File: src/common/comms_config.svh
/* Widths, frame layout, identity words and timeouts of the comms link.
   Included by the package and by every block that needs these values. */
`ifndef COMMS_CONFIG_SVH
`define COMMS_CONFIG_SVH

// Local bus
`define COMMS_LB_AWI        24
`define COMMS_LB_DWI        32
`define COMMS_LOCAL_AWI     4

// Lane and frame
`define COMMS_WORD_W        16
`define COMMS_SOF_WORD      16'hbc50
`define COMMS_IDLE_WORD     16'hbc1c
`define COMMS_FRAME_LEN     9

// Values this end puts in its header
`define COMMS_PROTOCOL_VER  4'h2
`define COMMS_GATEWARE_TYPE 3'h5
`define COMMS_REV_ID        32'h1b3d_0001

// Read-only identity and unmapped read value
`define COMMS_INFO0         "QF2P"
`define COMMS_INFO1         "COMM"
`define COMMS_BAD_ADDR      32'hdeadf00d

// Cycles without a start word before loss of signal
`define COMMS_LOS_TIMEOUT   64

`endif

File: src/common/comms_pkg.sv
/* Shared types of the comms link: lane and bus words, counters, fault bits
   and the receive state machine encoding. */
`include "comms_config.svh"

package comms_pkg;

   // One word on the transmit or receive lane
   typedef logic [`COMMS_WORD_W-1:0] lane_word_t;

   // Local bus data and address
   typedef logic [`COMMS_LB_DWI-1:0] lb_data_t;
   typedef logic [`COMMS_LB_AWI-1:0] lb_addr_t;

   // Frame, fault and latency counters
   typedef logic [15:0] count_t;

   // Board location carried in the header
   typedef logic [2:0] location_t;

   // Fault bits
   // bit 0 checksum error
   // bit 1 K word inside a frame body
   // bit 2 protocol version mismatch
   typedef logic [2:0] fault_t;

   // Receive deframer states
   typedef enum logic [1:0] {
      RX_HUNT  = 2'd0,
      RX_BODY  = 2'd1,
      RX_CHECK = 2'd2
   } rx_state_t;

endpackage

File: src/regbank/comms_top_regbank.sv
/* Local-bus register bank of the comms link. Decodes the low address bits,
   holds the transmit controls and returns link status on a registered read. */
`timescale 1ns/1ps
`include "comms_config.svh"

module comms_top_regbank (
   input  logic                  lb_clk,
   input  logic                  reset_i,

   // Local bus
   input  logic                  lb_valid_i,
   input  logic                  lb_rnw_i,
   input  comms_pkg::lb_addr_t   lb_addr_i,
   input  comms_pkg::lb_data_t   lb_wdata_i,
   output comms_pkg::lb_data_t   lb_rdata_o,

   // Status from the receive deframer
   input  comms_pkg::count_t     rx_frame_counter_i,
   input  comms_pkg::count_t     txrx_latency_i,
   input  comms_pkg::fault_t     ccrx_fault_i,
   input  comms_pkg::count_t     ccrx_fault_cnt_i,
   input  logic                  ccrx_los_i,
   input  logic [3:0]            rx_protocol_ver_i,
   input  logic [2:0]            rx_gateware_type_i,
   input  comms_pkg::location_t  rx_location_i,
   input  comms_pkg::lb_data_t   rx_rev_id_i,
   input  comms_pkg::lb_data_t   rx_data0_i,
   input  comms_pkg::lb_data_t   rx_data1_i,

   // Controls to the transmit framer
   output comms_pkg::location_t  tx_location_o,
   output logic                  tx_transmit_en_o
);

   localparam int AWI = `COMMS_LOCAL_AWI;

   // Read map
   localparam logic [AWI-1:0] INFO0_RD            = 4'd0;
   localparam logic [AWI-1:0] INFO1_RD            = 4'd1;
   localparam logic [AWI-1:0] RX_FRAME_COUNTER_RD = 4'd2;
   localparam logic [AWI-1:0] TXRX_LATENCY_RD     = 4'd3;
   localparam logic [AWI-1:0] CCRX_FAULT_RD       = 4'd4;
   localparam logic [AWI-1:0] CCRX_FAULT_CNT_RD   = 4'd5;
   localparam logic [AWI-1:0] CCRX_LOS_RD         = 4'd6;
   localparam logic [AWI-1:0] RX_PROTOCOL_VER_RD  = 4'd7;
   localparam logic [AWI-1:0] RX_GATEWARE_TYPE_RD = 4'd8;
   localparam logic [AWI-1:0] RX_LOCATION_RD      = 4'd9;
   localparam logic [AWI-1:0] RX_REV_ID_RD        = 4'd10;
   localparam logic [AWI-1:0] RX_DATA0_RD         = 4'd11;
   localparam logic [AWI-1:0] RX_DATA1_RD         = 4'd12;

   // Write map
   localparam logic [AWI-1:0] TX_LOCATION_WR      = 4'd0;
   localparam logic [AWI-1:0] TX_TRANSMIT_EN_WR   = 4'd1;

   logic [AWI-1:0] local_addr;

   assign local_addr = lb_addr_i[AWI-1:0];

   // ----------------------------------------
   // Read path
   // ----------------------------------------
   always_ff @(posedge lb_clk) begin
      if (reset_i) begin
         lb_rdata_o <= '0;
      end else if (lb_valid_i && lb_rnw_i) begin
         case (local_addr)
            INFO0_RD:            lb_rdata_o <= `COMMS_INFO0;
            INFO1_RD:            lb_rdata_o <= `COMMS_INFO1;
            RX_FRAME_COUNTER_RD: lb_rdata_o <= comms_pkg::lb_data_t'(rx_frame_counter_i);
            TXRX_LATENCY_RD:     lb_rdata_o <= comms_pkg::lb_data_t'(txrx_latency_i);
            CCRX_FAULT_RD:       lb_rdata_o <= comms_pkg::lb_data_t'(ccrx_fault_i);
            CCRX_FAULT_CNT_RD:   lb_rdata_o <= comms_pkg::lb_data_t'(ccrx_fault_cnt_i);
            CCRX_LOS_RD:         lb_rdata_o <= comms_pkg::lb_data_t'(ccrx_los_i);
            RX_PROTOCOL_VER_RD:  lb_rdata_o <= comms_pkg::lb_data_t'(rx_protocol_ver_i);
            RX_GATEWARE_TYPE_RD: lb_rdata_o <= comms_pkg::lb_data_t'(rx_gateware_type_i);
            RX_LOCATION_RD:      lb_rdata_o <= comms_pkg::lb_data_t'(rx_location_i);
            RX_REV_ID_RD:        lb_rdata_o <= rx_rev_id_i;
            RX_DATA0_RD:         lb_rdata_o <= rx_data0_i;
            RX_DATA1_RD:         lb_rdata_o <= rx_data1_i;
            default:             lb_rdata_o <= `COMMS_BAD_ADDR;
         endcase
      end
   end

   // ----------------------------------------
   // Write path
   // ----------------------------------------
   always_ff @(posedge lb_clk) begin
      if (reset_i) begin
         tx_location_o    <= '0;
         tx_transmit_en_o <= 1'b0;
      end else if (lb_valid_i && !lb_rnw_i) begin
         case (local_addr)
            TX_LOCATION_WR:    tx_location_o    <= lb_wdata_i[2:0];
            TX_TRANSMIT_EN_WR: tx_transmit_en_o <= lb_wdata_i[0];
            // Other addresses have no write register
            default: ;
         endcase
      end
   end

endmodule

File: src/link/comms_tx_framer.sv
/* Transmit framer. Sends the 9-word status frame back to back while transmit
   is enabled and idle K words otherwise; pulses tx_sof_o with each start word. */
`timescale 1ns/1ps
`include "comms_config.svh"

module comms_tx_framer (
   input  logic                  lb_clk,
   input  logic                  reset_i,
   input  logic                  transmit_en_i,
   input  comms_pkg::location_t  location_i,
   input  comms_pkg::lb_data_t   data0_i,
   input  comms_pkg::lb_data_t   data1_i,
   output comms_pkg::lane_word_t tx_word_o,
   output logic                  tx_is_k_o,
   output logic                  tx_sof_o
);

   localparam logic [3:0] LAST_IDX = 4'(`COMMS_FRAME_LEN - 1);
   localparam logic [3:0] SUM_IDX  = LAST_IDX - 4'd1;
   localparam logic [31:0] REV_ID  = `COMMS_REV_ID;

   // Index of the word now on tx_word_o, LAST_IDX also when idle
   logic [3:0]            word_idx;
   logic                  frame_start;
   comms_pkg::lane_word_t next_word;
   comms_pkg::lane_word_t sum;

   // Frame content latched at each start word
   comms_pkg::location_t  loc_q;
   comms_pkg::lb_data_t   data0_q;
   comms_pkg::lb_data_t   data1_q;

   assign frame_start = (word_idx == LAST_IDX) && transmit_en_i;

   // Word that follows the one at word_idx
   always_comb begin
      case (word_idx)
         4'd0:    next_word = {6'd0, `COMMS_PROTOCOL_VER, `COMMS_GATEWARE_TYPE, loc_q};
         4'd1:    next_word = REV_ID[31:16];
         4'd2:    next_word = REV_ID[15:0];
         4'd3:    next_word = data0_q[31:16];
         4'd4:    next_word = data0_q[15:0];
         4'd5:    next_word = data1_q[31:16];
         4'd6:    next_word = data1_q[15:0];
         default: next_word = sum;
      endcase
   end

   always_ff @(posedge lb_clk) begin
      if (frame_start) begin
         loc_q   <= location_i;
         data0_q <= data0_i;
         data1_q <= data1_i;
      end
   end

   always_ff @(posedge lb_clk) begin
      if (reset_i) begin
         word_idx  <= LAST_IDX;
         tx_word_o <= `COMMS_IDLE_WORD;
         tx_is_k_o <= 1'b1;
         tx_sof_o  <= 1'b0;
         sum       <= '0;
      end else begin
         tx_sof_o <= frame_start;
         if (word_idx != LAST_IDX) begin
            word_idx  <= word_idx + 4'd1;
            tx_word_o <= next_word;
            tx_is_k_o <= 1'b0;
            // Checksum covers header to last payload word
            if (word_idx != SUM_IDX)
               sum <= sum + next_word;
         end else if (frame_start) begin
            word_idx  <= 4'd0;
            tx_word_o <= `COMMS_SOF_WORD;
            tx_is_k_o <= 1'b1;
            sum       <= '0;
         end else begin
            tx_word_o <= `COMMS_IDLE_WORD;
            tx_is_k_o <= 1'b1;
         end
      end
   end

endmodule

File: src/link/comms_rx_deframer.sv
/* Receive deframer. Locks to start words, checks each frame and commits good
   ones to the status outputs; also tracks faults, loss of signal and latency. */
`timescale 1ns/1ps
`include "comms_config.svh"

module comms_rx_deframer (
   input  logic                  lb_clk,
   input  logic                  reset_i,
   input  comms_pkg::lane_word_t rx_word_i,
   input  logic                  rx_is_k_i,
   input  logic                  tx_sof_i,
   output comms_pkg::count_t     frame_counter_o,
   output comms_pkg::count_t     latency_o,
   output comms_pkg::count_t     fault_cnt_o,
   output comms_pkg::fault_t     fault_o,
   output logic                  los_o,
   output logic [3:0]            protocol_ver_o,
   output logic [2:0]            gateware_type_o,
   output comms_pkg::location_t  location_o,
   output comms_pkg::lb_data_t   rev_id_o,
   output comms_pkg::lb_data_t   data0_o,
   output comms_pkg::lb_data_t   data1_o
);

   // Body is everything between start word and checksum
   localparam int         BODY_WORDS = `COMMS_FRAME_LEN - 2;
   localparam logic [2:0] BODY_LAST  = 3'(BODY_WORDS - 1);
   localparam comms_pkg::count_t LOS_LIMIT = 16'(`COMMS_LOS_TIMEOUT);

   comms_pkg::rx_state_t  state;
   logic [2:0]            body_idx;
   comms_pkg::lane_word_t sum;
   comms_pkg::lane_word_t shadow [BODY_WORDS];
   logic                  rx_sof;
   comms_pkg::fault_t     check_faults;
   comms_pkg::count_t     cyc_cnt;
   comms_pkg::count_t     los_cnt;

   assign rx_sof = rx_is_k_i && (rx_word_i == `COMMS_SOF_WORD);

   // Faults seen while the checksum word is on the lane
   assign check_faults = {shadow[0][9:6] != `COMMS_PROTOCOL_VER,
                          rx_is_k_i,
                          rx_word_i != sum};

   always_ff @(posedge lb_clk) begin
      if (state == comms_pkg::RX_BODY && !rx_is_k_i)
         shadow[body_idx] <= rx_word_i;
   end

   // ----------------------------------------
   // Frame state machine
   // ----------------------------------------
   always_ff @(posedge lb_clk) begin
      if (reset_i) begin
         state           <= comms_pkg::RX_HUNT;
         body_idx        <= '0;
         sum             <= '0;
         frame_counter_o <= '0;
         fault_cnt_o     <= '0;
         fault_o         <= '0;
         protocol_ver_o  <= '0;
         gateware_type_o <= '0;
         location_o      <= '0;
         rev_id_o        <= '0;
         data0_o         <= '0;
         data1_o         <= '0;
      end else begin
         case (state)
            comms_pkg::RX_HUNT: begin
               body_idx <= '0;
               sum      <= '0;
               if (rx_sof)
                  state <= comms_pkg::RX_BODY;
            end
            comms_pkg::RX_BODY: begin
               if (rx_is_k_i) begin
                  // Broken frame, resync at once if this was a new start
                  fault_o     <= 3'b010;
                  fault_cnt_o <= fault_cnt_o + 16'd1;
                  body_idx    <= '0;
                  sum         <= '0;
                  state       <= rx_sof ? comms_pkg::RX_BODY : comms_pkg::RX_HUNT;
               end else begin
                  sum      <= sum + rx_word_i;
                  body_idx <= body_idx + 3'd1;
                  if (body_idx == BODY_LAST)
                     state <= comms_pkg::RX_CHECK;
               end
            end
            comms_pkg::RX_CHECK: begin
               body_idx <= '0;
               sum      <= '0;
               state    <= rx_sof ? comms_pkg::RX_BODY : comms_pkg::RX_HUNT;
               if (check_faults == '0) begin
                  frame_counter_o <= frame_counter_o + 16'd1;
                  protocol_ver_o  <= shadow[0][9:6];
                  gateware_type_o <= shadow[0][5:3];
                  location_o      <= shadow[0][2:0];
                  rev_id_o        <= {shadow[1], shadow[2]};
                  data0_o         <= {shadow[3], shadow[4]};
                  data1_o         <= {shadow[5], shadow[6]};
               end else begin
                  // Fault bits describe the most recent bad frame
                  fault_o     <= check_faults;
                  fault_cnt_o <= fault_cnt_o + 16'd1;
               end
            end
            default: state <= comms_pkg::RX_HUNT;
         endcase
      end
   end

   // ----------------------------------------
   // Latency and loss of signal
   // ----------------------------------------
   always_ff @(posedge lb_clk) begin
      if (reset_i) begin
         cyc_cnt   <= '0;
         latency_o <= '0;
         los_cnt   <= '0;
         los_o     <= 1'b0;
      end else begin
         // Counts edges since the local start word left
         cyc_cnt <= tx_sof_i ? 16'd1 : cyc_cnt + 16'd1;
         if (rx_sof) begin
            latency_o <= cyc_cnt;
            los_cnt   <= '0;
            los_o     <= 1'b0;
         end else if (los_cnt != LOS_LIMIT - 16'd1) begin
            los_cnt <= los_cnt + 16'd1;
         end else begin
            los_o <= 1'b1;
         end
      end
   end

endmodule

File: src/verilog/comms_top.sv
/* Top level of the comms link controller. Joins the transmit framer, the
   receive deframer and the local-bus register bank. */
`timescale 1ns/1ps

module comms_top (
   input  logic                  lb_clk,
   input  logic                  reset_i,

   // Local bus
   input  logic                  lb_valid_i,
   input  logic                  lb_rnw_i,
   input  comms_pkg::lb_addr_t   lb_addr_i,
   input  comms_pkg::lb_data_t   lb_wdata_i,
   output comms_pkg::lb_data_t   lb_rdata_o,

   // Payload sampled at each frame start
   input  comms_pkg::lb_data_t   tx_data0_i,
   input  comms_pkg::lb_data_t   tx_data1_i,

   // Lanes
   output comms_pkg::lane_word_t tx_word_o,
   output logic                  tx_is_k_o,
   input  comms_pkg::lane_word_t rx_word_i,
   input  logic                  rx_is_k_i
);

   comms_pkg::location_t tx_location;
   logic                 tx_transmit_en;
   logic                 tx_sof;

   comms_pkg::count_t    rx_frame_counter;
   comms_pkg::count_t    txrx_latency;
   comms_pkg::count_t    ccrx_fault_cnt;
   comms_pkg::fault_t    ccrx_fault;
   logic                 ccrx_los;
   logic [3:0]           rx_protocol_ver;
   logic [2:0]           rx_gateware_type;
   comms_pkg::location_t rx_location;
   comms_pkg::lb_data_t  rx_rev_id;
   comms_pkg::lb_data_t  rx_data0;
   comms_pkg::lb_data_t  rx_data1;

   comms_tx_framer i_tx_framer (
      .lb_clk        (lb_clk),
      .reset_i       (reset_i),
      .transmit_en_i (tx_transmit_en),
      .location_i    (tx_location),
      .data0_i       (tx_data0_i),
      .data1_i       (tx_data1_i),
      .tx_word_o     (tx_word_o),
      .tx_is_k_o     (tx_is_k_o),
      .tx_sof_o      (tx_sof)
   );

   comms_rx_deframer i_rx_deframer (
      .lb_clk          (lb_clk),
      .reset_i         (reset_i),
      .rx_word_i       (rx_word_i),
      .rx_is_k_i       (rx_is_k_i),
      .tx_sof_i        (tx_sof),
      .frame_counter_o (rx_frame_counter),
      .latency_o       (txrx_latency),
      .fault_cnt_o     (ccrx_fault_cnt),
      .fault_o         (ccrx_fault),
      .los_o           (ccrx_los),
      .protocol_ver_o  (rx_protocol_ver),
      .gateware_type_o (rx_gateware_type),
      .location_o      (rx_location),
      .rev_id_o        (rx_rev_id),
      .data0_o         (rx_data0),
      .data1_o         (rx_data1)
   );

   comms_top_regbank i_regbank (
      .lb_clk             (lb_clk),
      .reset_i            (reset_i),
      .lb_valid_i         (lb_valid_i),
      .lb_rnw_i           (lb_rnw_i),
      .lb_addr_i          (lb_addr_i),
      .lb_wdata_i         (lb_wdata_i),
      .lb_rdata_o         (lb_rdata_o),
      .rx_frame_counter_i (rx_frame_counter),
      .txrx_latency_i     (txrx_latency),
      .ccrx_fault_i       (ccrx_fault),
      .ccrx_fault_cnt_i   (ccrx_fault_cnt),
      .ccrx_los_i         (ccrx_los),
      .rx_protocol_ver_i  (rx_protocol_ver),
      .rx_gateware_type_i (rx_gateware_type),
      .rx_location_i      (rx_location),
      .rx_rev_id_i        (rx_rev_id),
      .rx_data0_i         (rx_data0),
      .rx_data1_i         (rx_data1),
      .tx_location_o      (tx_location),
      .tx_transmit_en_o   (tx_transmit_en)
   );

endmodule

File: config.mk
export PLATFORM = sky130hd
export DESIGN_NAME = comms_top
export DESIGN_NICKNAME = d
export VERILOG_FILES = /design/src/common/comms_pkg.sv /design/src/regbank/comms_top_regbank.sv /design/src/link/comms_tx_framer.sv /design/src/link/comms_rx_deframer.sv /design/src/verilog/comms_top.sv
export VERILOG_INCLUDE_DIRS = /design/src /design/src/common
export SDC_FILE = /design/constraint.sdc
export NUM_CORES = 1
export LEC_CHECK = 0
export ABC_CLOCK_PERIOD_IN_PS = 5300
export BUFFER_PORTS_ARGS = -buffer_cell sky130_fd_sc_hd__buf_2
export CORE_MARGIN = 4
export CORE_UTILIZATION = 55
export CTS_CLUSTER_SIZE = 16
export DETAILED_ROUTE_END_ITERATION = 7
export PLACE_DENSITY = 0.75
export SYNTH_ARGS = -nofsm -noshare
export SYNTH_HDL_FRONTEND = slang
export SYNTH_HIERARCHICAL = 1
export SYNTH_SLANG_ARGS = --single-unit
File: constraint.sdc
create_clock -name lb_clk -period 5.3 [get_ports lb_clk]
set_input_delay 1.59 -clock lb_clk [delete_from_list [all_inputs] [get_ports lb_clk]]
set_output_delay 1.59 -clock lb_clk [all_outputs]
set_load 0.05 [all_outputs]
==> impl_metrics.py, run 1 <==
metrics = {
    "clocking": {
        "clk_latency_ns": 0.56,
        "post_cts_resized": 0,
        "cts_root_buffer": "clkbuf_16",
        "cts_tree": "done",
        "hold_buffers": 0,
        "cts_max_level": 2,
        "cts.sinks": 458,
        "cts_buffers": 48,
        "path_clk_slew_ns": 0.06,
        "clk_path_buf_depth": 3,
        "cts_setup_buffers": 0,
    },
    "synthesis": {
        "synth_common_cells": "nand2_1 (313), dfxtp_1 (285), a21oi_1 (178), edfxtp_1 (173), nor2_1 (121)",
        "ys_seq_area_frac": 0.566,
        "muxShareOfSynthArea": 0.0194,
        "synth_cells": 1882,
        "synth.area.top_cells": "dfxtp_1 (30%), edfxtp_1 (27%), nand2_1 (6.1%), a21oi_1 (4.6%), ha_1 (2.8%)",
        "synthArstFlopShare": 0,
        "syn_nets": 2068,
        "synth-edff-count": 173,
        "synth_compound_area_frac": 0.155,
        "avgSynthCellArea_um2": 10.2,
        "ys.flop_type": "dfxtp_1",
        "synthAdderAreaFrac": 0.0300,
        "synthSimpleGateAreaFrac": 0.168,
        "yosysWarnings": 6,
        "syn_area_um2": 19200,
        "yosysMostFrequentCell": "nand2_1",
        "ys_types": 91,
        "synth_xor_area_frac": 0.0296,
        "synth_top_area_frac": 0.296,
        "synth-seq-cells": 458,
        "synth_top_family_by_area": "simple AND/OR/NAND/NOR gates",
        "synth_largest_area_cell": "dfxtp_1",
    },
    "hold_path": {
        "hp-start": "i_regbank/tx_location_o[0]",
        "min_delay_path_depth": 0,
        "hp-class": "reg2reg",
        "worstHoldEndpoint": "i_tx_framer/loc_q[0]",
    },
    "sta": {
        "max_freq_mhz": 241,
        "setup_tns_ns": 0,
        "tightest_slew_ns": 0.907,
        "min_period_ns": 4.15,
        "setup_viol": 0,
        "slew_headroom": 0.393,
        "final-hold-violation-count": 0,
        "rsz0062_at_grt": "false",
        "whs_ns": 0.432,
        "period_share": 0.783,
        "clock_skew_ns": 0.0124,
        "slew_viol_final": 0,
    },
    "floorplan": {
        "row_count": 68,
        "die-area_um2": 38100,
        "die_width_um": 195,
        "design.core.area_um2": 34500,
        "die_h_um": 195,
        "start_util": 0.557,
        "ioPinCount": 190,
    },
    "grt": {
        "grt_overflow": 0,
        "antenna_found_initial": 0,
        "grt_max_degree": 74,
        "grt_pass1_wl_um": 76700,
        "grt.total_usage": 0.248,
        "grt_pass1_vias": 14200,
    },
    "run_status": {
        "outcome": "finished clean",
    },
    "critical_path": {
        "path_max_fanout": 22,
        "critPathCaptureType": "flop",
        "critPathArrivalTime_ns": 4.60,
        "worstPathRequired_ns": 5.75,
        "reg2reg_slack_ns": 1.15,
        "worstRegToRegCells": 14,
        "reg2reg_from": "i_tx_framer/word_idx[0]",
        "r2r_end": "i_tx_framer/sum[14]",
        "path_class": "reg2reg",
        "critPathLaunchType": "flop",
    },
    "finish": {
        "drive_gt1_frac": 0.138,
        "syn_to_final_growth_pct": 13.9,
        "fillers": 2783,
        "num_antenna_cells": 0,
        "regArea_um2": 10900,
        "multi_input_area_um2": 7780,
        "finalNetCount": 2173,
        "final_util": 0.635,
    },
    "detailed_routing": {
        "first_pass_iters": 6,
        "drcViolationCount": 0,
        "routed_wirelength_um": 48900,
        "via_count": 14700,
        "drt-initial-drc-count": 1181,
        "routedWlPerCell_um": 19.7,
        "ant_nets": 0,
        "routed_via_density": 5.92,
    },
    "power": {
        "p_switching_mw": 1.85,
        "power_density_nw_per_um2": 355,
        "p_sw_frac": 0.237,
        "pwr-share-comb": 0.083,
        "p_seq_frac": 0.477,
        "intPower_mw": 5.94,
        "p_leak_nw": 7.95,
        "ir_drop_v": 0.000334,
        "clockPowerShare": 0.440,
    },
    "placement": {
        "port_buffers": 140,
        "dpl.hpwl_um": 33000,
        "gp_congestion": 0.884,
    },
    "flow_run": {
        "cap_violations": 0,
    },
}
power groups by stage:
stage                     logic (mW)  registers, mW  clock network, mW
final                          0.645           3.72               3.43
after global routing           0.695           3.72               3.63
after CTS                      0.645           3.72               3.48
after detailed placement       0.642           3.79                  0
after global placement         0.636           3.79                  0
after floorplan                0.335           3.89                  0
how the worst max path moves through the flow:
stage | startpoint | endpoint | slack, ns
after floorplan | rx_is_k_i | i_rx_deframer/shadow[5][0] | 1.46
after global placement | rx_word_i[3] | i_rx_deframer/frame_counter_o[0] | 0.97
after detailed placement | rx_word_i[3] | i_rx_deframer/frame_counter_o[0] | 0.92
after CTS | i_tx_framer/word_idx[0] | i_tx_framer/sum[14] | 1.17
after global routing | i_tx_framer/word_idx[0] | i_tx_framer/sum[14] | 0.91
final | i_tx_framer/word_idx[0] | i_tx_framer/sum[14] | 1.15
routing by layer:
| layer | global-route usage | part of all wire |
|---|---|---|
| met2 | 0.414 | 0.48 |
| met5 | 0 | 0 |
| met4 | 0.0846 | 0.031 |
| met1 | 0.332 | 0.43 |
| met3 | 0.0400 | 0.069 |
critical path: stages (launching register included):
cell and delay (ns):
dfxtp_1 0.43, ha_1 0.48, and2b_1 0.51, o21bai_2 0.12, buf_4 0.22, a211oi_1 0.24, a21o_1 0.19, ha_1 0.19
inv_1 0.06, fa_1 0.42, nand3b_1 0.25, a21o_1 0.22, a211oi_1 0.31, o21ai_0 0.12, a32o_1 0.26
through the flow:
stage	total power, mW	worst slack, ns	instance area, um2	cells
after floorplan	4.22	1.46	19200	1882
after global placement	4.43	0.974	20300	2392
after detailed placement	4.44	0.916	20300	2392
after global routing	8.04	0.915	21900	2481
final	7.79	1.15	21900	2481
after CTS	7.85	1.17	21900	2481
area by class of cell:
class,instances,share of cell area
clock buffers,69,0.0636
clock inverters,20,0.0111
inverters,29,0.00497
multi-input cells,1284,0.355
flip-flops and latches,458,0.497
well taps,455,0.0260
repair buffers,166,0.0423
logic make-up (layout without fill, tap and decap cells):
kind of cell | after synthesis | in the layout
buf+inv | 140 | 284
simple gates | 668 | 668
compound gates | 470 | 470
fa+ha+maj | 45 | 45
mux | 36 | 36
xor+xnor | 65 | 65
flops | 458 | 458
sequential cells by signal (all words and copies together) (netlist names), 4 cells and up:
signal and cells:
i_tx_framer/data0_q 32, i_tx_framer/word_idx 4, i_regbank/lb_rdata_o 32, i_tx_framer/data1_q 32
i_rx_deframer/rev_id_o 32, i_tx_framer/sum 16, i_rx_deframer/shadow 106, i_rx_deframer/cyc_cnt 16
i_rx_deframer/data1_o 32, i_rx_deframer/sum 16, i_rx_deframer/data0_o 32, i_rx_deframer/frame_counter_o 16
i_rx_deframer/los_cnt 16, i_tx_framer/tx_word_o 16, i_rx_deframer/protocol_ver_o 4, i_rx_deframer/fault_cnt_o 16
i_rx_deframer/latency_o 16
cell usage in the layout (no fill, tap or decap), types with 9 or more instances in the layout:
| cell type | netlist | routed |
|---|---|---|
| nor3_1 | 10 | 9 |
| a22oi_1 | 39 | 39 |
| inv_1 | 29 | 28 |
| a222oi_1 | 12 | 12 |
| nor2b_1 | 19 | 18 |
| a21o_1 | 14 | 14 |
| nand2_1 | 313 | 313 |
| ha_1 | 43 | 43 |
| buf_4 | 7 | 24 |
| and3_1 | 23 | 23 |
| nand4_1 | 24 | 24 |
| nor2_1 | 121 | 121 |
| nand2b_1 | 11 | 11 |
| a211oi_1 | 12 | 12 |
| buf_2 | 43 | 139 |
| dfxtp_1 | 285 | 285 |
| a21oi_1 | 178 | 178 |
| a22o_1 | 14 | 14 |
| clkbuf_16 | 0 | 50 |
| mux2i_1 | 31 | 31 |
| xor2_1 | 48 | 48 |
| and2_1 | 13 | 13 |
| clkbuf_1 | 51 | 11 |
| nand3_1 | 47 | 47 |
| o21ai_0 | 93 | 93 |
| a31oi_1 | 24 | 24 |
| edfxtp_1 | 173 | 173 |
| and3b_1 | 10 | 10 |
| xnor2_1 | 17 | 17 |
| or3_1 | 15 | 15 |
Power figures use the tool's default switching activity.
==> run 2: changes to the inputs <==
--- a/config.mk
+++ b/config.mk
@@ -6,13 +6,14 @@
 export SDC_FILE = /design/constraint.sdc
 export NUM_CORES = 1
 export LEC_CHECK = 0
-export ABC_CLOCK_PERIOD_IN_PS = 5300
+export ABC_AREA = 1
+export ABC_CLOCK_PERIOD_IN_PS = 3550
 export BUFFER_PORTS_ARGS = -buffer_cell sky130_fd_sc_hd__buf_2
 export CORE_MARGIN = 4
-export CORE_UTILIZATION = 55
+export CORE_UTILIZATION = 54
 export CTS_CLUSTER_SIZE = 16
 export DETAILED_ROUTE_END_ITERATION = 7
-export PLACE_DENSITY = 0.75
+export PLACE_DENSITY = 0.77
 export SYNTH_ARGS = -nofsm -noshare
 export SYNTH_HDL_FRONTEND = slang
 export SYNTH_HIERARCHICAL = 1
==> constraint.sdc (replaced) <==
create_clock -name lb_clk -period 3.55 [get_ports lb_clk]
set_input_delay 1.065 -clock lb_clk [delete_from_list [all_inputs] [get_ports lb_clk]]
set_output_delay 1.065 -clock lb_clk [all_outputs]
set_load 0.05 [all_outputs]
==> impl_metrics.py, run 2 <==
metrics = {
    "clocking": {
        "cts_max_level": 2,
        "cts_root_buffer": "clkbuf_16",
        "path_clk_slew_ns": 0.07,
        "cts_tree": "done",
        "cts.sinks": 458,
        "clk_latency_ns": 0.57,
        "hold_buffers": 0,
        "clk_path_buf_depth": 3,
        "cts_buffers": 47,
    },
    "hold_path": {
        "hp-start": "i_regbank/tx_location_o[2]",
        "hp-class": "reg2reg",
        "min_delay_path_depth": 0,
    },
    "detailed_routing": {
        "drcViolationCount": 0,
        "drt-initial-drc-count": 1529,
        "routed_wirelength_um": 53200,
        "first_pass_iters": 6,
        "routed_via_density": 5.54,
        "ant_nets": 0,
        "routedWlPerCell_um": 17.3,
        "via_count": 17000,
    },
    "critical_path": {
        "critPathBufInv": 4,
        "worstPathRequired_ns": 4.01,
        "critPathArrivalTime_ns": 3.77,
        "reg2reg_from": "i_tx_framer/word_idx[0]",
        "max_stage_delay_ns": 0.39,
        "cp_slowest_cell": "ha_1",
        "path_cells": "inv_1, ha_1, inv_1, nor2_4, buf_4, nand2_1, o21ai_0, a211oi_1, nand2_1, o21ai_1, inv_1, ha_1, nand2_1, nor3_1, nand2_1, nand3_1, nand2_1, nand3_1, a21oi_1",
        "path_delay_family": "simple AND/OR/NAND/NOR gates",
        "path_class": "reg2reg",
        "critPathLaunchType": "flop",
        "worstRegToRegCells": 19,
        "path_common_cell": "nand2_1",
        "path_max_fanout": 9,
        "startpoint": "i_tx_framer/word_idx[0]",
        "worst-path-stages": 19,
        "critPathCaptureType": "flop",
    },
    "finish": {
        "top_register": "i_rx_deframer/shadow",
        "final_common_cell": "nand2_1",
        "drive_gt1_frac": 0.121,
        "final_util": 0.627,
        "syn_to_final_growth_pct": 14.7,
        "final_cell_mix": "nand2_1 (580), nor2_1 (409), dfxtp_1 (285), inv_1 (192), o21ai_0 (181)",
        "layout.cells.non_filler": 3078,
        "finalInstanceArea_um2": 22900,
        "largest_register_ffs": 106,
        "finalNetCount": 2756,
    },
    "grt": {
        "grt_max_degree": 115,
        "grt_pass1_wl_um": 84400,
        "grt_pass1_vias": 16200,
        "grt.total_usage": 0.256,
        "grt_overflow": 0,
        "antenna_found_initial": 2,
    },
    "placement": {
        "port_buffers": 140,
        "gp_congestion": 0.956,
        "dp_slack_ns": 0.224,
        "dpl-instance-area_um2": 21300,
        "placedCellCount": 2989,
        "dpl.hpwl_um": 36800,
    },
    "sta": {
        "setup_viol": 0,
        "clock_skew_ns": 0.0163,
        "final-hold-violation-count": 0,
        "period_share": 0.931,
        "max_freq_mhz": 302,
        "tightest_slew_ns": 1.15,
        "setup_slack_ns": 0.243,
        "min_period_ns": 3.31,
        "slew_viol_final": 0,
        "slew_headroom": 0.231,
    },
    "floorplan": {
        "die_h_um": 200,
        "ioPinCount": 190,
        "row_count": 70,
        "start_util": 0.546,
        "die_width_um": 200,
        "design.core.area_um2": 36600,
        "die-area_um2": 40200,
    },
    "power": {
        "power_density_nw_per_um2": 564,
        "ir_drop_v": 0.000363,
        "clockPowerShare": 0.396,
        "p_seq_frac": 0.443,
        "pwr-share-comb": 0.162,
        "p_switching_mw": 3.64,
        "intPower_mw": 9.31,
        "p_leak_nw": 9.54,
        "p_sw_frac": 0.281,
    },
    "synthesis": {
        "yosysMostFrequentCell": "nand2_1",
        "synth_largest_area_cell": "dfxtp_1",
        "avgSynthCellArea_um2": 8.28,
        "synth-edff-count": 173,
        "ys_types": 45,
        "synth.area.top_cells": "dfxtp_1 (29%), edfxtp_1 (26%), nand2_1 (11%), nor2_1 (7.7%), o21ai_0 (4.5%)",
        "synth_top_area_frac": 0.285,
        "ys.flop_type": "dfxtp_1",
        "synthArstFlopShare": 0,
        "syn_nets": 2602,
        "synth_cells": 2416,
        "ys_seq_area_frac": 0.545,
        "syn_area_um2": 20000,
        "yosysWarnings": 6,
        "synth-seq-cells": 458,
        "synth_common_cells": "nand2_1 (581), nor2_1 (411), dfxtp_1 (285), inv_1 (194), o21ai_0 (181)",
    },
    "run_status": {
        "outcome": "finished clean",
    },
    "flow_run": {
        "cap_violations": 0,
    },
}
[run 2: cell count changes in the layout (fill, tap and decap cells not counted), moves of 51 or more]
cell     delta
inv_1     +164
nand3_1    +51
nor2_1    +288
o21ai_0    +88
nand2_1   +267
[run 2: routing by layer]
metal / track usage / share of wire / up-vias
met3: 0.0420 / 0.073 / 144
met4: 0.100 / 0.040 / 0
met2: 0.438 / 0.49 / 668
met1: 0.329 / 0.40 / 7979
met5: 0 / 0 / -
li1: - / - / 8256
[run 2: path summary, 6_finish.rpt]
| check | slack (ns) | to |
|---|---|---|
| min reg2reg | 0.43 | i_tx_framer/loc_q[2] |
| min | 0.43 | i_tx_framer/loc_q[2] |
| max | 0.24 | i_tx_framer/sum[15] |
| max reg2reg | 0.24 | i_tx_framer/sum[15] |
[run 2: power groups by stage]
stage,registers [mW],logic (mW),clock network [mW]
after floorplan,6.09,1.22,0
after global placement,5.84,2.01,0
after detailed placement,5.85,2.05,0
after CTS,5.74,2.06,5.19
after global routing,5.75,2.31,5.42
final,5.74,2.09,5.12
[run 2: final cells by class]
class                   instances  area, um2
diodes                          2       5.00
repair buffers                184       1090
fillers                      3040      13700
clock buffers                  71       1420
well taps                     468        586
flip-flops and latches        458      10900
inverters                     205        772
clock inverters                16        195
multi-input cells            1674       7980
[run 2: cell families after synthesis]
| group | count (synthesis) | synth area share |
|---|---|---|
| adder cells (fa/ha/maj) | 45 | 0.0289 |
| AO/OA/AOI/OAI | 395 | 0.107 |
| flip-flops | 458 | 0.545 |
| XOR/XNOR | 26 | 0.0114 |
| buffers and inverters | 284 | 0.0593 |
| AND/OR/NAND/NOR | 1208 | 0.248 |
[run 2: repair_timing]
item | in CTS | in global routing
hold endpoints to repair | 0 | 0
gates resized for setup | 0 | 8
buffers inserted | 0 | 0
endpoints found under the setup margin | 0 | 4
[run 2: through the flow]
stage          TNS (ns)  hold slack, ns  total power, mW
6_report              0           0.430             13.0
5_1_grt        -0.00327           0.439             13.5
4_1_cts               0           0.431             13.0
3_5_place_dp          0           0.416             7.90
3_3_place_gp          0           0.415             7.85
2_1_floorplan         0           0.409             7.32
